### src/common/rv64_pkg.sv
package rv64_pkg;

    // register width of the core
    localparam int XLEN = 64;

    // register values, pc and bus addresses
    typedef logic [XLEN-1:0] xlen_t;
    // instructions and bus data
    typedef logic [31:0]     word_t;
    typedef logic [4:0]      reg_idx_t;

    // major opcodes, instruction bits 6:0
    localparam logic [6:0] OPC_LUI    = 7'b0110111;
    localparam logic [6:0] OPC_AUIPC  = 7'b0010111;
    localparam logic [6:0] OPC_OP_IMM = 7'b0010011;
    localparam logic [6:0] OPC_OP     = 7'b0110011;
    localparam logic [6:0] OPC_JAL    = 7'b1101111;
    localparam logic [6:0] OPC_JALR   = 7'b1100111;
    localparam logic [6:0] OPC_BRANCH = 7'b1100011;
    localparam logic [6:0] OPC_LOAD   = 7'b0000011;
    localparam logic [6:0] OPC_STORE  = 7'b0100011;
    localparam logic [6:0] OPC_SYSTEM = 7'b1110011;

    // one value per supported instruction
    // I_NONE covers unknown words and bubbles, retires with no effect
    typedef enum logic [4:0] {
        I_LUI,
        I_AUIPC,
        I_ADDI,
        I_SLLI,
        I_SRLI,
        I_ADD,
        I_SUB,
        I_SLT,
        I_JAL,
        I_JALR,
        I_BEQ,
        I_LW,
        I_LWU,
        I_LD,
        I_SW,
        I_SD,
        I_MRET,
        I_NONE
    } inst_class_e;

    // interrupt flag in the top bit, cause 11 = machine external
    localparam xlen_t MCAUSE_EXT_IRQ = {1'b1, 59'd0, 4'd11};

    // mstatus bit positions
    localparam int MSTATUS_MIE_BIT  = 3;
    localparam int MSTATUS_MPIE_BIT = 7;

    // reset values
    // opcode 0000001 matches nothing, so the reset word decodes as I_NONE
    localparam word_t IR_RESET      = 32'h0000_0001;
    // interrupts enabled out of reset
    localparam xlen_t MSTATUS_RESET = xlen_t'(64'd1 << MSTATUS_MIE_BIT);

endpackage

### src/source/rv64_regfile.sv
`timescale 1ns/1ps

module rv64_regfile
    import rv64_pkg::*;
(
    input  logic     clk,
    input  logic     reset,
    input  reg_idx_t rs1_i,
    input  reg_idx_t rs2_i,
    input  reg_idx_t rd_i,
    input  logic     rd_we_i,
    input  xlen_t    rd_data_i,
    output xlen_t    rs1_data_o,
    output xlen_t    rs2_data_o
);

    xlen_t regs_q [32];

    // x0 is never written, so it reads as zero after reset
    always_ff @(posedge clk or negedge reset) begin
        if (!reset) begin
            for (int i = 0; i < 32; i++) begin
                regs_q[i] <= '0;
            end
        end else if (rd_we_i && rd_i != '0) begin
            regs_q[rd_i] <= rd_data_i;
        end
    end

    // combinational reads, old value during a write cycle
    assign rs1_data_o = regs_q[rs1_i];
    assign rs2_data_o = regs_q[rs2_i];

endmodule

### config.mk
export PLATFORM = sky130hd
export DESIGN_NAME = rv64_regfile
export DESIGN_NICKNAME = d
export VERILOG_FILES = /design/src/common/rv64_pkg.sv /design/src/source/rv64_regfile.sv
export SDC_FILE = /design/constraint.sdc
export NUM_CORES = 2
export LEC_CHECK = 0
export BUFFER_PORTS_ARGS = -buffer_cell sky130_fd_sc_hd__buf_2
export CAP_MARGIN = 20
export CORE_ASPECT_RATIO = 2
export CORE_UTILIZATION = 50
export CTS_BUF_LIST = sky130_fd_sc_hd__clkbuf_8
export CTS_CLUSTER_SIZE = 14
export DETAILED_ROUTE_END_ITERATION = 16
export GPL_ROUTABILITY_DRIVEN = 0
export PLACE_DENSITY = 0.68
export SYNTH_ARGS = -nofsm -noshare
export SYNTH_HDL_FRONTEND = slang
export SYNTH_SLANG_ARGS = --single-unit
### constraint.sdc
create_clock -name clk -period 2.7 [get_ports clk]
set_input_delay 0.54 -clock clk [delete_from_list [all_inputs] [get_ports clk]]
set_output_delay 0.54 -clock clk [all_outputs]
set_load 0.05 [all_outputs]
Word level (Yosys, flattened, before mapping)
Cells that the tools add are included.

operators by class
  bitwise operators = 3
  shifts and indexed selects = 0
  muxes and demuxes = 9
  divide/modulo/power cells = 0
  $mul = 0
  magnitude comparators = 4
  reductions and logical operators = 3
  equality and inequality tests = 0
  $add $sub $neg = 0

operators with widths
  operator                                                  number
  bitwise mux 2048 bit                                      1
  binary-select mux 64 bit (select 5 bit)                   2
  demux 64 bit (select 5 bit)                               1
  two-way mux 64 bit                                        5
  greater-or-equal comparator 6 bit, second input constant  3
  NOT 5 -> 6 bit                                            3
  < comparator 6 x 1 -> 1 bit, second input constant        1
  nonzero test 5 bit                                        1
  logical AND 1 bit                                         2

storage, ports and cells
  output and inout bits = 128
  logic and storage cells = 51
  bits in latches = 0
  memories = 0
  bits in read-only memories = 0
  bits of input ports = 82
  bits in writable memories = 0
  register bits = 2048

Longest topological paths before layout
  depth after elaboration = 6
  gate-level depth with buffers = 9
  depth with buffers taken out = 4

Worst setup path after synthesis
OpenSTA, ideal clock, no wires.

  path type = in2out
  start point = input rs2_i[0]
  end point = output rs2_data_o[20]
  arrival = 3.102 ns
  cell stages on the path = 8
  required time = 2.160 ns
  path buffers = 6
  path slack = -0.942 ns
  cell sequence = buf_2 buf_4 buf_4 buf_2 buf_4 clkbuf_1 a211oi_1 o31ai_1

on the way
  cells in the longest elaborated chain, start to end = 4

RTL lines
  item                                                   line                source
  start, declared                                        rv64_regfile.sv:9   input reg_idx_t rs2_i,
  NOT 5 -> 6 bit (implied by the code)                   rv64_regfile.sv:32  assign rs2_data_o = regs_q[rs2_i];
  binary-select mux 64 bit (select 5 bit)                rv64_regfile.sv:32
  two-way mux 64 bit (implied by the code) (2 in a row)  rv64_regfile.sv:32
  end, declared                                          rv64_regfile.sv:14  output xlen_t rs2_data_o

No other way between the ends. The select of a mux whose other input is x is not followed.

Worst setup path in the final report
  start point = register regs_q[73] (netlist bit)
  end point = output rs1_data_o[9]

on the way
  cells in the longest elaborated chain, start to end = 3

RTL lines
  item                                                   line                source
  start, declared                                        rv64_regfile.sv:17  xlen_t regs_q [32];
  start signal, assigned by index                        rv64_regfile.sv:26  regs_q[rd_i] <= rd_data_i;
  binary-select mux 64 bit (select 5 bit)                rv64_regfile.sv:31  assign rs1_data_o = regs_q[rs1_i];
  two-way mux 64 bit (implied by the code) (2 in a row)  rv64_regfile.sv:31
  end, declared                                          rv64_regfile.sv:13  output xlen_t rs1_data_o,

No other way between the ends. The select of a mux whose other input is x is not followed.

==> out/metrics.yaml <==
outcome: "complete, but fails checks"
violations: "negative setup slack"
initial_cell_density_of_the_core: 0.504
final-setup-viol-count: 128
design.portCount: 210
cts_buffers: 305
met3_usage_in_global_routing: 0.0533
power.total_w: 0.0912
post-route-worst-setup-slack_ns: -0.726
clock_latency_at_the_later_pin_of_the_worst_skew_pair_ns: 0.95
die_h_um: 658
floorplan.rows: 240
global_route.peak_usage_layer: "met2"
grt_pass1_wl_um: 513000
first_global_vias: 73666
tritoncts: "done"
drt_first_iter_violations: 5387
ff2ff_setup_slack_ns: 1.66
multiplexer_share_of_the_synthesized_area: 0.478
cell_leakage_power_nw: 56.0
synth_largest_area_cell: "sky130_fd_sc_hd__dfrtp_1"
synth_top_family_by_area: "multiplexers"
power.density_nw_per_um2: 713
worstSetupPathType: "flop to output port"
dp.final_hpwl_um: 224000
routed_wirelength_um: 348000
worst_slew_margin_rel: 0.188
critical_path_required_ns: 2.16
global_route.usage.total: 0.325
groute.layer.met2.usage: 0.535
synthesis.area_um2: 108000
min_path_type: "input pin to async pin"
initial_antenna_violation_count: 21
dp.cells: 9421
final_number_of_hold_violating_endpoints: 0
crit_chain: "mux4_2 -> mux4_2 -> mux2_4 -> buf_6"
largestRegisters: "regs_q x2048"
max_flop_register: "regs_q"
portion_of_the_post_synthesis_area_used_by_sequential_elements: 0.476
synth_top_area_share: 0.476
route.antenna.remaining_nets: 0
grt_use_met1: 0.414
critical_path.slowest_cell: "sky130_fd_sc_hd__mux4_2"
critical_path_peak_fanout: 3
synth.lib_cells_used.distinct: 30
fp.dieW_um: 330
wire_per_inst_um: 34.6
timing_worst_slew_pin_value_ns: 1.22
synthesis_to_finish_area_growth_pct: 18.9
synth_compound_gate_area_share: 0.0112
timing.fmax_mhz: 292
full_die_area_um2: 217000
vias_per_cell: 6.74
worstReg2RegEnd: "regs_q[278]"
critical_path.reg2reg.startpoint: "regs_q[278]"
clk_transition_reported_paths_ns: 0.07
design.final.nets: 7131
grt_start_max_net_pins: 159
longest_individual_stage_delay_on_the_worst_path_ns: 0.54
nature_of_the_critical_path_startpoint: "flop"
cts_root_buffer: "sky130_fd_sc_hd__clkbuf_8"
numClockSinks: 2048
core_um2: 214000
post-route-min-period_ns: 3.43
vias: 67848
drtPass1Iterations: 7
yosys_register_bits: 2048
globalRoute.totalOverflow: 0
rsz0062_at_grt: "yes"
place.port_buffers: 209
ratio_of_cells_with_drive_above_1_in_the_final_layout: 0.675
synth.top_cells.by_area: "sky130_fd_sc_hd__dfrtp_1 48%, sky130_fd_sc_hd__mux4_2 24%, sky130_fd_sc_hd__mux2_2 22%"
final.setup_skew_ns: 0
post_synth.cell_area_avg_um2: 16.5
r2r_cells: 3
cp.arrival_ns: 2.89
endpoint_type_of_the_worst_setup_path: "output port"
maxCapViolations: 0
h_tree_level_count: 5
simple_gate_portion_of_the_synthesized_area: 0.00445
clockBufferDepth: 4
worst_path_most_repeated_cell: "sky130_fd_sc_hd__mux4_2"
final_period_utilization: 1.27
synthXorXnorAreaFrac: 0
layoutNonFillerInstCount: 10069
timing_max_transition_violations_final: 0
post_synth_fa_ha_maj_area_fraction: 0
synthesis.instances: 6512
yosysWarningCount: 0
whs_ns: 0.116
filler_cell_count: 15980
largest_register_ffs: 2048
mappedNetlistNets: 6594
worst_ir_drop_vdd_v: 0.000441
post-route-drc-count: 0
-- routing by layer --
| metal | part of all wire | wire length, µm |
|---|---|---|
| met3 | 0.065 | 22800 |
| met4 | 0.061 | 21200 |
| met2 | 0.50 | 174000 |
| met1 | 0.38 | 131000 |
| met5 | 0.00027 | 94 |
-- cell usage after synthesis (all sizes together) --
master / number
nor2b: 20
nand4: 2
nor3: 4
and2: 3
a21oi: 9
a221o: 26
o22a: 3
mux2: 2151
and3: 6
inv: 1
a211o: 9
mux4: 1145
nand2: 20
a22o: 9
o22ai: 60
clkbuf: 487
dfrtp: 2048
a211oi: 3
nand2b: 5
nor2: 27
buf: 286
nor3b: 1
mux2i: 144
a221oi: 34
nand3: 6
o31ai: 3
-- final cells by class --
cell class / count / area (µm²) / share of cell area
Inverter: 1 / 6.26 / 0.0000489
Clock buffer: 385 / 5300 / 0.0414
Clock inverter: 148 / 898 / 0.00702
Antenna cell: 11 / 27.5 / 0.000215
Tap cell: 2783 / 3480 / 0.0272
Sequential cell: 2048 / 51200 / 0.400
Multi-Input combinational cell: 3690 / 55200 / 0.431
Timing Repair Buffer: 1003 / 11900 / 0.0931
-- cells in the final DEF (no fill, tap or decap), types with 13 or more instances in the layout --
cell type and instances:
sky130_fd_sc_hd__a221o_2 17, sky130_fd_sc_hd__a221oi_4 34, sky130_fd_sc_hd__buf_12 296, sky130_fd_sc_hd__buf_2 70, sky130_fd_sc_hd__buf_4 484, sky130_fd_sc_hd__buf_6 115
sky130_fd_sc_hd__buf_8 25, sky130_fd_sc_hd__clkbuf_8 385, sky130_fd_sc_hd__clkinv_2 38, sky130_fd_sc_hd__clkinvlp_4 13, sky130_fd_sc_hd__dfrtp_1 2048, sky130_fd_sc_hd__inv_1 86
sky130_fd_sc_hd__mux2_2 2035, sky130_fd_sc_hd__mux2_4 116, sky130_fd_sc_hd__mux2i_1 127, sky130_fd_sc_hd__mux2i_2 16, sky130_fd_sc_hd__mux4_2 1145, sky130_fd_sc_hd__nor2_4 15
sky130_fd_sc_hd__nor2b_1 14, sky130_fd_sc_hd__o22ai_1 21, sky130_fd_sc_hd__o22ai_4 30
-- cells by family after synthesis --
logic type	Yosys count
simple gates	94
flops	2048
buf+inv	774
compound gates	156
mux	3440
-- where the power goes --
| group | leakage, nW | switching (W) | internal (W) |
|---|---|---|---|
| clock | 3.51 | 0.0126 | 0.0137 |
| sequential | 26.3 | 0.00459 | 0.0365 |
| combinational | 26.2 | 0.00960 | 0.0142 |
| total | 56.0 | 0.0268 | 0.0644 |
-- metrics by stage --
| stage | TNS [ns] | util | cell area (µm²) | setup WS (ns) |
|---|---|---|---|---|
| after CTS | -79.19 | 0.596 | 127000 | -0.770 |
| final | -71.58 | 0.599 | 128000 | -0.726 |
| after detailed placement | -75.87 | 0.558 | 119000 | -0.695 |
| after global placement | -75.26 | 0.558 | 119000 | -0.705 |
| after floorplan | -8.06 | - | 110000 | -0.0906 |
| after global routing | -77.61 | 0.599 | 128000 | -0.750 |
-- what timing repair did --
| action | 4_1_cts | 5_1_grt |
|---|---|---|
| pin swaps | 36 | 16 |
| resized for setup | 373 | 53 |
| endpoints found under the hold margin | 852 | 0 |
| setup buffers | 70 | 39 |
| gates cloned | 2 | 3 |
| hold buffers | 1 | 0 |
| setup endpoints to repair | 128 | 128 |
-- worst max-delay path, delay by kind of cell (launching register included) --
family	cells	cell delay, ns
multiplexers	3	1.33
buffers and inverters	1	0.16
flip-flops	1	0.43
-- worst max path at each step --
stage,from,slack (ns),to
3_5_place_dp,rs2_i[0],-0.70,rs2_data_o[5]
6_report,regs_q[73],-0.73,rs1_data_o[9]
3_3_place_gp,rs1_i[0],-0.70,rs1_data_o[3]
5_1_grt,regs_q[514],-0.75,rs1_data_o[2]
2_1_floorplan,rs1_i[0],-0.09,rs1_data_o[10]
4_1_cts,regs_q[73],-0.77,rs1_data_o[9]
Note: power is estimated with default switching activity, not from simulation.
