==> config.mk <==
export PLATFORM = sky130hd
export DESIGN_NAME = rv64_decoder
export DESIGN_NICKNAME = d
export VERILOG_FILES = /design/src/common/rv64_pkg.sv /design/src/source/rv64_decoder.sv
export SDC_FILE = /design/constraint.sdc
export NUM_CORES = 1
export LEC_CHECK = 0
export BUFFER_PORTS_ARGS = -buffer_cell sky130_fd_sc_hd__buf_2
export CELL_PAD_IN_SITES_DETAIL_PLACEMENT = 1
export CELL_PAD_IN_SITES_GLOBAL_PLACEMENT = 1
export CORE_AREA = 2 2 148 150
export DETAILED_ROUTE_END_ITERATION = 16
export DIE_AREA = 0 0 150 152
export GPL_TIMING_DRIVEN = 0
export MAX_ROUTING_LAYER = met4
export PLACE_DENSITY_LB_ADDON = 0.1
export SLEW_MARGIN = 15
export SYNTH_ARGS = -nofsm -noshare
export SYNTH_HDL_FRONTEND = slang
export SYNTH_SLANG_ARGS = --single-unit
==> constraint.sdc <==
create_clock -name vclk -period 2.09
set_input_delay 0.418 -clock vclk [all_inputs]
set_output_delay 0.418 -clock vclk [all_outputs]
set_load 0.05 [all_outputs]
==> src/common/rv64_pkg.sv <==
package rv64_pkg;

    // register width of the core
    localparam int XLEN = 64;

    // register values, pc and bus addresses
    typedef logic [XLEN-1:0] xlen_t;
    // instructions and bus data
    typedef logic [31:0]     word_t;
    typedef logic [4:0]      reg_idx_t;

    // major opcodes, instruction bits 6:0
    localparam logic [6:0] OPC_LUI    = 7'b0110111;
    localparam logic [6:0] OPC_AUIPC  = 7'b0010111;
    localparam logic [6:0] OPC_OP_IMM = 7'b0010011;
    localparam logic [6:0] OPC_OP     = 7'b0110011;
    localparam logic [6:0] OPC_JAL    = 7'b1101111;
    localparam logic [6:0] OPC_JALR   = 7'b1100111;
    localparam logic [6:0] OPC_BRANCH = 7'b1100011;
    localparam logic [6:0] OPC_LOAD   = 7'b0000011;
    localparam logic [6:0] OPC_STORE  = 7'b0100011;
    localparam logic [6:0] OPC_SYSTEM = 7'b1110011;

    // one value per supported instruction
    // I_NONE covers unknown words and bubbles, retires with no effect
    typedef enum logic [4:0] {
        I_LUI,
        I_AUIPC,
        I_ADDI,
        I_SLLI,
        I_SRLI,
        I_ADD,
        I_SUB,
        I_SLT,
        I_JAL,
        I_JALR,
        I_BEQ,
        I_LW,
        I_LWU,
        I_LD,
        I_SW,
        I_SD,
        I_MRET,
        I_NONE
    } inst_class_e;

    // interrupt flag in the top bit, cause 11 = machine external
    localparam xlen_t MCAUSE_EXT_IRQ = {1'b1, 59'd0, 4'd11};

    // mstatus bit positions
    localparam int MSTATUS_MIE_BIT  = 3;
    localparam int MSTATUS_MPIE_BIT = 7;

    // reset values
    // opcode 0000001 matches nothing, so the reset word decodes as I_NONE
    localparam word_t IR_RESET      = 32'h0000_0001;
    // interrupts enabled out of reset
    localparam xlen_t MSTATUS_RESET = xlen_t'(64'd1 << MSTATUS_MIE_BIT);

endpackage

==> src/source/rv64_decoder.sv <==
`timescale 1ns/1ps

module rv64_decoder
    import rv64_pkg::*;
(
    input  word_t       ir_i,
    output inst_class_e inst_class_o,
    output reg_idx_t    rd_o,
    output reg_idx_t    rs1_o,
    output reg_idx_t    rs2_o,
    output xlen_t       imm_i_o,
    output xlen_t       imm_s_o,
    output xlen_t       imm_u_o,
    output xlen_t       imm_j_o,
    output xlen_t       imm_b_o,
    output logic [5:0]  shamt_o
);

    logic [6:0] opcode;
    logic [2:0] funct3;
    logic [6:0] funct7;

    assign opcode = ir_i[6:0];
    assign funct3 = ir_i[14:12];
    assign funct7 = ir_i[31:25];

    // register fields sit at fixed positions in every format
    assign rd_o  = ir_i[11:7];
    assign rs1_o = ir_i[19:15];
    assign rs2_o = ir_i[24:20];

    // immediates, all sign-extended from bit 31
    assign imm_i_o = {{52{ir_i[31]}}, ir_i[31:20]};
    assign imm_s_o = {{52{ir_i[31]}}, ir_i[31:25], ir_i[11:7]};
    assign imm_u_o = {{32{ir_i[31]}}, ir_i[31:12], 12'b0};
    // jal offset, 21 bits with implied zero lsb
    assign imm_j_o = {{44{ir_i[31]}}, ir_i[19:12], ir_i[20], ir_i[30:21], 1'b0};
    // branch offset, 13 bits with implied zero lsb
    assign imm_b_o = {{52{ir_i[31]}}, ir_i[7], ir_i[30:25], ir_i[11:8], 1'b0};
    // rv64 shift amount is 6 bits
    assign shamt_o = ir_i[25:20];

    always_comb begin
        inst_class_o = I_NONE;
        case (opcode)
            OPC_LUI:   inst_class_o = I_LUI;
            OPC_AUIPC: inst_class_o = I_AUIPC;
            OPC_JAL:   inst_class_o = I_JAL;
            OPC_OP_IMM: begin
                // shifts need the upper six bits clear
                if (funct3 == 3'b000) inst_class_o = I_ADDI;
                else if (funct3 == 3'b001 && ir_i[31:26] == 6'b0) inst_class_o = I_SLLI;
                else if (funct3 == 3'b101 && ir_i[31:26] == 6'b0) inst_class_o = I_SRLI;
            end
            OPC_OP: begin
                case ({funct7, funct3})
                    10'b0000000_000: inst_class_o = I_ADD;
                    10'b0100000_000: inst_class_o = I_SUB;
                    10'b0000000_010: inst_class_o = I_SLT;
                    default:         inst_class_o = I_NONE;
                endcase
            end
            OPC_JALR: begin
                if (funct3 == 3'b000) inst_class_o = I_JALR;
            end
            OPC_BRANCH: begin
                if (funct3 == 3'b000) inst_class_o = I_BEQ;
            end
            OPC_LOAD: begin
                case (funct3)
                    3'b010:  inst_class_o = I_LW;
                    3'b110:  inst_class_o = I_LWU;
                    3'b011:  inst_class_o = I_LD;
                    default: inst_class_o = I_NONE;
                endcase
            end
            OPC_STORE: begin
                case (funct3)
                    3'b010:  inst_class_o = I_SW;
                    3'b011:  inst_class_o = I_SD;
                    default: inst_class_o = I_NONE;
                endcase
            end
            OPC_SYSTEM: begin
                // mret is the full word 0x30200073
                if (ir_i[31:7] == {12'h302, 13'd0}) inst_class_o = I_MRET;
            end
            default: inst_class_o = I_NONE;
        endcase
    end

endmodule

* Word level (Yosys, flattened, before mapping) *
Index checks and enable logic that the tools add are counted.

word-level totals
  flip-flop bits (word level) = 0
  input bits = 32
  logic and storage cells = 33
  output and inout port bits = 346

cells by class
  equal/unequal tests = 18
  muxes and demuxes = 10
  reduce and logical (&&, ||, !) cells = 5

operators by type and width
  operator                                               count
  one-hot mux 5 bit (10 select lines)                    1
  one-hot mux 5 bit (3 select lines)                     2
  equality test 7 bit, second input constant             4
  equality test 25 x 23 -> 1 bit, second input constant  1
  two-way mux 5 bit                                      5
  equality test 7 x 6 -> 1 bit, second input constant    3
  equality test 7 x 5 -> 1 bit, second input constant    2
  equality test 10 x 2 -> 1 bit, second input constant   1
  equality test 10 x 9 -> 1 bit, second input constant   1
  zero test 10 bit                                       1
  one-hot mux 5 bit (2 select lines)                     1
  equality test 7 x 2 -> 1 bit, second input constant    1
  equality test 3 x 2 -> 1 bit, second input constant    2
  equality test 3 bit, second input constant             2
  zero test 6 bit                                        1
  equality test 3 x 1 -> 1 bit, second input constant    1
  zero test 3 bit                                        1
  logical AND 1 bit                                      2
  two-way mux 1 bit                                      1

* Logic depth before layout (Yosys ltp) *
  depth in word-level cells = 6
  mapped depth = 5
  gate-level depth less buffers = 4

* Worst setup path before layout *
Ideal clock, no wire load.

  path type = input-to-output
  from = input ir_i[2]
  to = output inst_class_o[1]
  buffers on the path = 1
  required time = 1.672 ns
  arrival = 2.369 ns
  path slack = -0.697 ns
  stages = 5
  cell sequence = buf_6 -> nand2b_4 -> or3_4 -> or4_1 -> a31oi_1

between the ends
  longest elaborated chain between the ends = 2
  elaborated cells on any way between the ends = 11
  classes of those cells = eq/ne (10); mux (1)

ends and longest elaborated chain
  element                                      RTL line            source
  from (decl)                                  rv64_decoder.sv:6   input word_t ir_i,
  equality test 7 bit (tied with other cells)  rv64_decoder.sv:45  case (opcode)
  one-hot mux 5 bit (10 select lines) *        rv64_decoder.sv:45
  to (decl)                                    rv64_decoder.sv:7   output inst_class_e inst_class_o,

Every way passes the cells marked *; elsewhere a longest branch is shown, timed or not.

* Worst setup path after layout *
  from = input ir_i[6]
  to = output inst_class_o[1]

Same word-level chain as after synthesis.

==> summary.md <==
| Metric | Value |
|---|---|
| Area occupied by multi-input gates | just under 800 µm² |
| Sequential cell count | 0 |
| Area growth syn-to-layout | 87.4% |
| Clock buffers | 0 |
| Syn. warnings | 0 |
| Vias | 3,603 |
| Slowest stage delay, CP | 0.50 ns |
| Compound-Gate Fraction of Synth Area | 0.0618 |
| Synth Area in Simple Gates | 0.0984 |
| Slowest-stage cell, CP | or4_4 |
| GR Overflow Total | 0 |
| Commonest cells after routing, fill and taps aside | 354 x buf_4, 348 x buf_2, 14 x conb_1, 11 x buf_6 |
| Final worst setup slack | -0.227 ns |
| Seq/Total Area, Yosys | 0 |
| Critical path type | input pin to output port |
| Crit-path cells | buf_6, nand2b_4, or3_4, or4_4, a31oi_4, buf_6 |
| Most common cell after layout, fill and taps aside | buf_4 |
| RD Place Congestion | 0.798 |
| P_sw | 1650 µW |
| 1st-iter DRT viols | 97 |
| Finished Cell Area | 5880 µm² |
| Synth top area share | 0.818 |
| Initial antenna violation count | 0 |
| DIE WIDTH | 150 µm |
| Max Fclk | 432 MHz |
| Cell taking the most area after synthesis | buf_4 |
| Post-layout util | 0.276 |
| Synth Area in Adders | 0 |
| RSZ-0062 raised after global routing | true |
| PortBufs | approximately 360 |
| Die area | 22,800 µm² |
| Yosys cell types | 46 |
| Failing checks | setup timing |
| Fin. max-slew vios | 0 |
| Number of global-route vias before repair | 3,375 |
| Tot Pwr | around 2400 µW |
| Largest net degree at the start of global routing | 147 |
| Pleak | 0.00351 µW |
| Hold_sp | ir_i[14] |
| Wire per inst | 13.2 µm |
| Drt pass-1 iters | 4 |
| Setup_tns | -0.415 ns |
| Total GRT Usage | 0.114 |
| Detailed Place HPWL | around 12 mm |
| Post-Syn Area per Cell | around 7.3 µm² |
| DP Area | 5460 µm² |
| Standard-cell rows | 54 |
| Area contributors post-synth | buf_4 82%, nor4b_1 1.1%, a21oi_1 0.96% |
| Status | complete, but fails checks |
| Clk pwr share | 0 |
| Drt drc | 0 |
| Mapped Area | around 3100 µm² |
| Crit share post-route | 1.11 |
| Antenna Cells | 0 |
| First-pass GRT wire length | 20.3 mm |
| Crit path max fanout | 2 |
| Final antenna-violating net count | 0 |
| Syn Inst Count | 428 |
| Sw frac | 0.696 |
| IO Count | 378 |
| Layout cells sized above 1 | 0.925 |
| Crit path required time | 1.67 ns |
| Final Setup Violations | 4 |
| Mux contribution to synthesized area | 0.00319 |
| Arrival time of the worst setup path | 1.90 ns |
| Starting density of the core | 0.147 |
| DR vias/cell | between 3 and 4 |
| Startpoint Class | input pin |
| Minimum clock period after layout | 2.32 ns |
| P per Cell Area | about 400 nW/µm² |
| Final Hold Fails | 0 |
| Routed Wire Length | around 14 mm |
| Number of max-cap violations | 0 |
| Hold path cells | 2 |
| Sequential share of power | 0 |
| VDD IR-drop max | 0.000112 V |
| Main combinational cell family by area after synthesis | buffers and inverters |
| Top cell by count, worst path | buf_6 |
| Final nets | approximately 850 |
| Type of the tightest min-delay check | input pin to output port |
| Register Area | 0 µm² |
| Core Region | 21,400 µm² |
| Worst setup startpoint | ir_i[6] |
| Crit. End Element | output port |
| Comb pwr share | 1.000 |
| Xor/xnor share of the synthesized area | 0.00558 |
| Int Pwr | just over 700 µW |
| Fillers | about 2,700 |
| Die Y | roughly 150 µm |
[worst max-delay path, delay by kind of cell]
family | cells | cell delay (ns)
buffers and inverters | 2 | 0.27
AND/OR/NAND/NOR | 3 | 1.02
AO/OA/AOI/OAI | 1 | 0.17
[synth_stat cells (2+ instances only)]
master,n
nor4b_1,4
a2bb2oi_1,2
inv_1,2
buf_4,342
nor2_1,8
o21ai_0,4
nand4_1,3
nand3_1,3
nor3_1,3
or3_1,2
nand2_1,6
and4bb_2,2
a21oi_1,6
nand2b_1,3
nor4_1,3
clkbuf_1,4
nand4b_1,2
[kinds of logic (layout without fill, tap and decap cells)]
kind of cell | after synthesis | count (layout)
other | 1 | 14
and+or+nand+nor | 47 | 47
buffers and inverters | 350 | 727
muxes | 1 | 1
AOI/OAI and AO/OA | 27 | 27
xor gates and xnor gates | 2 | 2
[power groups by stage]
stage / Combinational [µW] / Sequential (µW) / Clock [µW]
after global routing: 2480 / 0 / 0
final: 2370 / 0 / 0
after global placement: 2400 / 0 / 0
after floorplan: 1840 / 0 / 0
after detailed placement: 2330 / 0 / 0
after CTS: 2360 / 0 / 0
[path summary, 6_finish.rpt]
path and to:
max inst_class_o[1], min imm_u_o[14]
[through the flow]
| step | setup slack, ns | instances | hold WS (ns) |
|---|---|---|---|
| 2_1_floorplan | -0.170 | 441 | 1.00 |
| 3_3_place_gp | -2.50 | 1082 | 1.14 |
| 3_5_place_dp | -0.604 | 1083 | 1.14 |
| 4_1_cts | -0.315 | 1090 | 1.14 |
| 5_1_grt | -0.248 | 1098 | 1.15 |
| 6_report | -0.227 | 1098 | 1.14 |
[layer usage]
metal	vias to the layer above	global-route usage	routed length (µm)
li1	1792	-	-
met4	0	0.0189	288
met2	193	0.236	8170
met3	16	0.0228	1260
met5	-	-	0
met1	1602	0.105	4720
[cell type report]
type                       count  area share
inverter                       2     0.00128
timing repair buffer         377       0.357
multi-input combinational     91       0.131
tap                          280      0.0595
buffer                       348       0.451
[what timing repair did]
action                                  CTS  global route
hold buffers                              0             0
endpoints found under the setup margin  151            13
pin swaps                                11            12
gates cloned                              1             1
setup buffers                             6             8
gates resized for setup                  29            41
No activity file was read; power rests on OpenSTA's default activity.
