$ cat src/common/rv64_pkg.sv
package rv64_pkg;

    // register width of the core
    localparam int XLEN = 64;

    // register values, pc and bus addresses
    typedef logic [XLEN-1:0] xlen_t;
    // instructions and bus data
    typedef logic [31:0]     word_t;
    typedef logic [4:0]      reg_idx_t;

    // major opcodes, instruction bits 6:0
    localparam logic [6:0] OPC_LUI    = 7'b0110111;
    localparam logic [6:0] OPC_AUIPC  = 7'b0010111;
    localparam logic [6:0] OPC_OP_IMM = 7'b0010011;
    localparam logic [6:0] OPC_OP     = 7'b0110011;
    localparam logic [6:0] OPC_JAL    = 7'b1101111;
    localparam logic [6:0] OPC_JALR   = 7'b1100111;
    localparam logic [6:0] OPC_BRANCH = 7'b1100011;
    localparam logic [6:0] OPC_LOAD   = 7'b0000011;
    localparam logic [6:0] OPC_STORE  = 7'b0100011;
    localparam logic [6:0] OPC_SYSTEM = 7'b1110011;

    // one value per supported instruction
    // I_NONE covers unknown words and bubbles, retires with no effect
    typedef enum logic [4:0] {
        I_LUI,
        I_AUIPC,
        I_ADDI,
        I_SLLI,
        I_SRLI,
        I_ADD,
        I_SUB,
        I_SLT,
        I_JAL,
        I_JALR,
        I_BEQ,
        I_LW,
        I_LWU,
        I_LD,
        I_SW,
        I_SD,
        I_MRET,
        I_NONE
    } inst_class_e;

    // interrupt flag in the top bit, cause 11 = machine external
    localparam xlen_t MCAUSE_EXT_IRQ = {1'b1, 59'd0, 4'd11};

    // mstatus bit positions
    localparam int MSTATUS_MIE_BIT  = 3;
    localparam int MSTATUS_MPIE_BIT = 7;

    // reset values
    // opcode 0000001 matches nothing, so the reset word decodes as I_NONE
    localparam word_t IR_RESET      = 32'h0000_0001;
    // interrupts enabled out of reset
    localparam xlen_t MSTATUS_RESET = xlen_t'(64'd1 << MSTATUS_MIE_BIT);

endpackage

$ cat src/mem_unit/rv64_mem_seq.sv
`timescale 1ns/1ps

module rv64_mem_seq
    import rv64_pkg::*;
(
    input  logic        clk,
    input  logic        reset,
    input  inst_class_e inst_class_i,
    input  logic        exec_i,
    input  xlen_t       rs1_data_i,
    input  xlen_t       rs2_data_i,
    input  xlen_t       imm_i_i,
    input  xlen_t       imm_s_i,
    input  word_t       bus_read_data_i,
    output xlen_t       bus_address_o,
    output word_t       bus_write_data_o,
    output logic        bus_write_enable_o,
    output logic        bus_read_enable_o,
    output logic        load_we_o,
    output xlen_t       load_data_o,
    output logic        mem_hold_o
);

    // step of the instruction currently in ir
    typedef enum logic [1:0] {
        MS_IDLE,
        MS_FIRST,
        MS_SECOND
    } mem_step_e;

    mem_step_e step_q;
    mem_step_e step_d;
    xlen_t     load_addr;
    xlen_t     store_addr;
    xlen_t     addr_d;
    word_t     wdata_d;
    word_t     low_word_q;
    logic      rd_en_d;
    logic      wr_en_d;
    logic      low_capture;

    assign load_addr  = rs1_data_i + imm_i_i;
    assign store_addr = rs1_data_i + imm_s_i;

    // re-present the instruction while another step follows
    // depends on ir and step only, not on exec
    always_comb begin
        case (inst_class_i)
            I_LW, I_LWU, I_SD: mem_hold_o = (step_q == MS_IDLE);
            I_LD:              mem_hold_o = (step_q != MS_SECOND);
            default:           mem_hold_o = 1'b0;
        endcase
    end

    always_comb begin
        step_d      = step_q;
        rd_en_d     = 1'b0;
        wr_en_d     = 1'b0;
        addr_d      = load_addr;
        wdata_d     = rs2_data_i[31:0];
        low_capture = 1'b0;
        load_we_o   = 1'b0;
        // lw default, sign-extended
        load_data_o = {{32{bus_read_data_i[31]}}, bus_read_data_i};
        if (exec_i) begin
            case (inst_class_i)
                I_LW, I_LWU: begin
                    if (step_q == MS_IDLE) begin
                        rd_en_d = 1'b1;
                        step_d  = MS_FIRST;
                    end else begin
                        // read data valid since the bubble
                        load_we_o = 1'b1;
                        step_d    = MS_IDLE;
                        if (inst_class_i == I_LWU) begin
                            load_data_o = {32'd0, bus_read_data_i};
                        end
                    end
                end
                I_LD: begin
                    case (step_q)
                        MS_IDLE: begin
                            rd_en_d = 1'b1;
                            step_d  = MS_FIRST;
                        end
                        MS_FIRST: begin
                            // keep low word, fetch high word
                            low_capture = 1'b1;
                            rd_en_d     = 1'b1;
                            addr_d      = load_addr + 64'd4;
                            step_d      = MS_SECOND;
                        end
                        default: begin
                            load_we_o   = 1'b1;
                            load_data_o = {bus_read_data_i, low_word_q};
                            step_d      = MS_IDLE;
                        end
                    endcase
                end
                I_SW: begin
                    wr_en_d = 1'b1;
                    addr_d  = store_addr;
                end
                I_SD: begin
                    wr_en_d = 1'b1;
                    if (step_q == MS_IDLE) begin
                        addr_d = store_addr;
                        step_d = MS_FIRST;
                    end else begin
                        // upper half to the next word
                        addr_d  = store_addr + 64'd4;
                        wdata_d = rs2_data_i[63:32];
                        step_d  = MS_IDLE;
                    end
                end
                default: step_d = step_q;
            endcase
        end
    end

    // enables are one-cycle pulses, in the bubble after issue
    always_ff @(posedge clk or negedge reset) begin
        if (!reset) begin
            step_q             <= MS_IDLE;
            bus_read_enable_o  <= 1'b0;
            bus_write_enable_o <= 1'b0;
        end else begin
            step_q             <= step_d;
            bus_read_enable_o  <= rd_en_d;
            bus_write_enable_o <= wr_en_d;
        end
    end

    // address held until the next access
    always_ff @(posedge clk) begin
        if (rd_en_d || wr_en_d) begin
            bus_address_o    <= addr_d;
            bus_write_data_o <= wdata_d;
        end
        if (low_capture) begin
            low_word_q <= bus_read_data_i;
        end
    end

endmodule

$ cat config.mk
export PLATFORM = sky130hd
export DESIGN_NAME = rv64_mem_seq
export DESIGN_NICKNAME = d
export VERILOG_FILES = /design/src/common/rv64_pkg.sv /design/src/mem_unit/rv64_mem_seq.sv
export SDC_FILE = /design/constraint.sdc
export NUM_CORES = 1
export LEC_CHECK = 0
export BUFFER_PORTS_ARGS = -buffer_cell sky130_fd_sc_hd__buf_2
export CAP_MARGIN = 10
export CORE_MARGIN = 4
export CORE_UTILIZATION = 30
export CTS_BUF_LIST = sky130_fd_sc_hd__clkbuf_8
export DETAILED_ROUTE_END_ITERATION = 8
export HOLD_SLACK_MARGIN = 0.08
export SYNTH_ARGS = -nofsm -noshare
export SYNTH_HDL_FRONTEND = slang
export SYNTH_SLANG_ARGS = --single-unit
$ cat constraint.sdc
create_clock -name clk -period 3.6 [get_ports clk]
set_clock_uncertainty 0.1 [all_clocks]
set_input_delay 0.36 -clock clk [delete_from_list [all_inputs] [get_ports clk]]
set_output_delay 0.36 -clock clk [all_outputs]
set_load 0.005 [all_outputs]
### Word-level counts from Yosys, hierarchy flattened

Cells that the tools add are included.

| word-level totals | value |
|---|---|
| memories kept | 0 |
| logic and storage cells | 54 |
| bits in latches | 0 |
| register bits after elaboration | 132 |
| memory bits (writable) | 0 |
| input bits | 296 |
| bits in read-only memories | 0 |

| operators by class | value |
|---|---|
| muxes and demuxes | 29 |
| eq/ne operators | 7 |
| add/sub/neg operators | 4 |
| bitwise operators | 0 |
| div/mod/pow operators | 0 |
| order comparisons | 0 |
| shifts and indexed selects | 0 |
| $mul | 0 |
| reduce and logical (&&, ||, !) cells | 8 |

Operator list:

| kind | number |
|---|---|
| 64-bit two-way mux | 6 |
| 64-bit case mux with 3 select lines | 1 |
| 64-bit by 3-bit adder with 64-bit output (second input constant) | 2 |
| 64-bit adder | 2 |
| 64-bit case mux with 2 select lines | 1 |
| 32-bit two-way mux | 3 |
| 63-bit two-way mux | 1 |
| 5-bit by 4-bit == test with 1-bit output (second input constant) | 5 |
| 1-bit two-way mux | 12 |
| 2-bit case mux with 2 select lines | 2 |
| 1-bit case mux with 2 select lines | 3 |
| 2-bit OR reduction | 3 |
| 3-bit OR reduction | 1 |
| 2-bit by 1-bit == test with 1-bit output (second input constant) | 1 |
| 2-bit zero test | 1 |
| 2-bit != test (second input constant) | 1 |
| 2-bit AND reduction | 1 |
| 2-bit nonzero test | 1 |
| 1-bit logical OR | 1 |

### Logic depth before layout (Yosys ltp)

| logic depth | value |
|---|---|
| depth after elaboration | 6 |
| mapped depth | 17 |
| gate-level depth less buffers | 16 |

### Least setup slack after synthesis

OpenSTA, ideal clock, no wires.

| timing path | value |
|---|---|
| path kind | input to register |
| from | input port rs1_data_i[0] |
| to | register bus_address_o[49], data pin |
| library setup time | 0.266 ns |
| arrival | 4.178 ns |
| stages | 15 |
| slack | -0.944 ns |
| path buffers | 0 |
| cells stage by stage | ha_1 > fa_1 > a21o_1 > and4_1 > o211a_1 > or3_1 > xor2_1 > nand4b_1 > nor4_4 > nand4_1 > nor4_2 > nand4_1 > mux2_2 > a22oi_1 > o21ai_1 |

| between the ends | value |
|---|---|
| cells in the longest elaborated chain, start to end | 5 |

Ends and longest elaborated chain:

| item | RTL line | text |
|---|---|---|
| start: declaration | rv64_mem_seq.sv:10 | `input xlen_t rs1_data_i,` |
| 64-bit adder (on tied branches) | rv64_mem_seq.sv:43, rv64_mem_seq.sv:42 |  |
| 64-bit by 3-bit adder with 64-bit output (on tied branches) | rv64_mem_seq.sv:111, rv64_mem_seq.sv:90 |  |
| 64-bit two-way mux (on tied branches) | rv64_mem_seq.sv:106, rv64_mem_seq.sv:81 |  |
| 64-bit case mux with 3 select lines | rv64_mem_seq.sv:66 | `case (inst_class_i)` |
| 64-bit two-way mux * | rv64_mem_seq.sv:65 | `if (exec_i) begin` |
| net addr_d[49] | rv64_mem_seq.sv:35 | `xlen_t addr_d;` |
| end signal: assignment | rv64_mem_seq.sv:137 | `bus_address_o <= addr_d;` |
| end: declaration | rv64_mem_seq.sv:15 | `output xlen_t bus_address_o,` |

Mark *: on every way through the listed nets, which the timed path passes. The rest lies on a longest branch.
A chain may end at the register's enable or synchronous reset.

### Final worst setup path

| timing path | value |
|---|---|
| from | input port rs1_data_i[25] |
| to | register bus_address_o[49], data pin |

The elaborated chain is that of the path after synthesis.

==> impl_metrics.py <==
metrics = {
    "status": {
        "status": "finished, violations left",
        "violations": "negative setup slack",
    },
    "synthesis": {
        "synth-seq-area-share_pct": 21.2,
        "mappedNetlistArea_sq_um": 18600,
        "avgSynthCellArea_sq_um": 7.67,
        "ys_types": 98,
        "synth_edf_count": 128,
        "ys_async_sr_fraction_pct": 3.03,
        "ys.flop_type": "edfxtp_1",
        "ys_warn_count": 0,
        "ys_seq_elements": 132,
        "synth_fp_nets": 2850,
        "synth_cells": 2424,
    },
    "cts": {
        "cts_sinks": 132,
        "root_buffer": "clkbuf_8",
        "worst_skew_pair.late_latency_ns": 0.45,
        "cts_tree": "yes",
        "cts_buffers": 17,
        "clk_pin_slew_ns": 0.09,
        "clk_path_buf_depth": 2,
        "htree_levels": 4,
    },
    "global_route": {
        "grt_pass1_wl_um": 139000,
        "grt_pass1_vias": 23950,
        "grt_max_degree": 38,
        "gr-total-overflow": 0,
        "grt_antenna_before_repair": 5,
        "track_usage_pct": 26.7,
    },
    "timing": {
        "hold_slack_ns": 0.121,
        "post-route-period-util_pct": 112,
        "slew_viol_final": 0,
        "finalSetupViolCount": 43,
        "max_freq_mhz": 247,
        "hold_viol_final": 0,
        "finalWorstSetupSlack_ns": -0.443,
        "maxSlewHeadroom_pct": 52.0,
        "grt_setup_unrepaired": "true",
        "finalCriticalPeriod_ns": 4.04,
        "worst_slew_pin_slew_ns": 0.715,
        "fin_setup_tns_ns": -9.69,
    },
    "critical_path": {
        "cp-start-kind": "input port",
        "end_kind": "flip-flop",
        "crit_family": "compound AO/OA/AOI/OAI gates",
        "worstPathMaxFanout": 7,
        "crit_buf_inv": 3,
        "r2r_start": "step_q[1]",
        "critPathSlowestCell": "a21oi_1",
        "r2r_setup_slack_ns": 0.11,
        "path_cells": "buf_2, ha_1, a21oi_1, o21ai_0, a21oi_1, mux2i_1, o211ai_1, nand3b_1, nor4_4, nand4_1, buf_6, nor4_4, buf_6, nand4_1, mux2_4, a22oi_2, o21ai_1",
        "startpoint": "rs1_data_i[25]",
        "crit_type": "input port to flip-flop",
        "reg2regPathDepth": 14,
        "crit_arrival_ns": 4.14,
        "r2r-end": "bus_address_o[56]",
        "crit_required_ns": 3.70,
        "cp_slowest_stage_delay_ns": 0.37,
        "path_depth": 17,
    },
    "power": {
        "p_seq_share_pct": 20.4,
        "power_frac_comb_pct": 65.4,
        "sw_frac_of_total_pct": 41.1,
        "vdd_drop_max_mv": 0.209,
        "power.leakage_nw": 14.0,
        "cellPowerDensity_nw_per_um2": 275,
        "clock_power_share_pct": 14.2,
        "p_switching_mw": 3.63,
        "internal_power_mw": 5.19,
    },
    "drt": {
        "ant_nets": 0,
        "wl_per_cell_um": 20.3,
        "dr.pass1.iters": 5,
        "vias": 24950,
        "via_per_inst": 5.38,
        "drtIter0Drc": 1855,
        "drt-total-wl_um": 94300,
        "drc_errors": 0,
    },
    "final_layout": {
        "syn2layout_area_growth_pct": 72.4,
        "final_common_cell": "buf_4",
        "fin_cells": 4635,
        "drive_gt1_share_pct": 48.2,
        "nets": 4263,
        "final_cell_mix": "buf_4 (948), buf_2 (448), nand2_1 (266)",
    },
    "min_path": {
        "min_to": "bus_write_data_o[2]",
        "min_from": "rs2_data_i[34]",
        "hold_path.class": "input port to flip-flop",
        "whs_path_depth": 2,
    },
    "die": {
        "die_w_um": 257,
        "rows": 90,
        "die-area_sq_um": 66000,
        "core-area_sq_um": 60800,
        "initial_core_util_pct": 30.6,
        "num_io_pins": 460,
        "chipHeight_um": 257,
    },
    "place": {
        "place_inst": 4430,
        "dp_hpwl_um": 78800,
        "gp_congestion": 0.995,
        "io_buffers": 459,
    },
    "run": {
        "drv_cap": 0,
    },
}
## synthesized netlist by cell type (27+ instances only)
| cell | count | area share (%) |
|---|---|---|
| nand2_1 | 278 | 5.6 |
| a21oi_1 | 249 | 6.7 |
| nor2_1 | 200 | 4.0 |
| o21ai_0 | 195 | 5.2 |
| edfxtp_1 | 128 | 21 |
| ha_1 | 128 | 8.6 |
| xnor2_1 | 101 | 4.8 |
| nand4_1 | 88 | 3.0 |
| clkbuf_1 | 87 | 1.8 |
| nand3_1 | 76 | 2.0 |
| nor3_1 | 76 | 2.0 |
| mux2_2 | 70 | 4.2 |
| a21o_1 | 53 | 2.1 |
| xor2_1 | 50 | 2.4 |
| inv_1 | 34 | 0.69 |
| o211ai_1 | 32 | 1.3 |
| and3_1 | 31 | 1.0 |
| and2_1 | 27 | 0.91 |
| buf_2 | 27 | 0.73 |
| o21a_1 | 27 | 1.1 |
## metal layers
layer  wire, um  track usage [%]  part of all wire (%)
met1      41200             35.8                    44
met2      44500             45.5                    47
met3       5560             2.90                   5.9
met4       3030             7.80                   3.2
met5         11                0                 0.012
## cells by family (layout without fill, tap and decap cells)
| logic type | Yosys count | count (layout) | share of synthesized area, % |
|---|---|---|---|
| XOR/XNOR | 152 | 152 | 7.20 |
| AND/OR/NAND/NOR | 937 | 937 | 25.6 |
| adder cells (fa/ha/maj) | 130 | 130 | 8.83 |
| AO/OA/AOI/OAI | 822 | 822 | 28.3 |
| other | 0 | 3 | 0 |
| multiplexers | 88 | 88 | 5.21 |
| buffers and inverters | 163 | 1589 | 3.62 |
| flip-flops | 132 | 132 | 21.2 |
## worst max path at each step
| stage | end | slack, ns |
|---|---|---|
| detailed placement | bus_address_o[58] | -1.17 |
| global placement | bus_address_o[56] | -1.16 |
| global route | bus_address_o[49] | -0.50 |
| CTS | bus_address_o[56] | -0.31 |
| floorplan | bus_address_o[56] | -0.64 |
| finish | bus_address_o[49] | -0.44 |
## cell type report
class / instances / area (sq um)
fill: 5759 / 28800
multi-input combinational: 2129 / 15900
timing repair buffer: 1523 / 10800
sequential: 132 / 3940
tap: 782 / 978
clock buffer: 17 / 234
clock inverter: 15 / 163
inverter: 34 / 128
antenna: 3 / 7.51
## worst register-to-register path: stages, from the launching register on
cell	delay [ns]
dfrtp_1	0.38
nor2b_1	0.15
buf_4	0.16
and2_4	0.15
and4_4	0.23
o311ai_4	0.09
or4b_4	0.58
nor4_4	0.25
nand2_4	0.11
nor4_4	0.14
buf_4	0.19
nand3_4	0.09
or4_4	0.49
a21oi_2	0.16
a221o_1	0.11
## flip-flops by register name, summed over array words and instances (netlist names)
signal              count
bus_read_enable_o       1
low_word_q             32
bus_write_data_o       32
bus_write_enable_o      1
step_q                  2
bus_address_o          64
## timing repair
item | 4_1_cts | 5_1_grt
endpoints found under the setup margin | 46 | 47
hold buffers | 82 | 1
hold endpoints to repair | 65 | 1
resized for setup | 212 | 180
setup buffers | 55 | 42
pin swaps | 104 | 116
## metrics by stage
stage / area, sq um / util [%] / setup WS, ns / total power, mW
floorplan: 18900 / - / -0.637 / 4.14
global placement: 28400 / 46.7 / -1.16 / 6.92
detailed placement: 28400 / 46.7 / -1.17 / 6.94
CTS: 30900 / 50.9 / -0.310 / 8.56
global route: 32100 / 52.7 / -0.500 / 9.34
finish: 32100 / 52.7 / -0.443 / 8.82
## power groups by stage
| stage | Clock, mW | Sequential [mW] | Combinational [mW] |
|---|---|---|---|
| 6_report | 1.25 | 1.80 | 5.76 |
| 4_1_cts | 1.31 | 1.80 | 5.45 |
| 3_5_place_dp | 0 | 1.84 | 5.10 |
| 3_3_place_gp | 0 | 1.84 | 5.08 |
| 5_1_grt | 1.37 | 1.81 | 6.16 |
| 2_1_floorplan | 0 | 1.85 | 2.29 |
No activity file was read; power rests on OpenSTA's default activity.
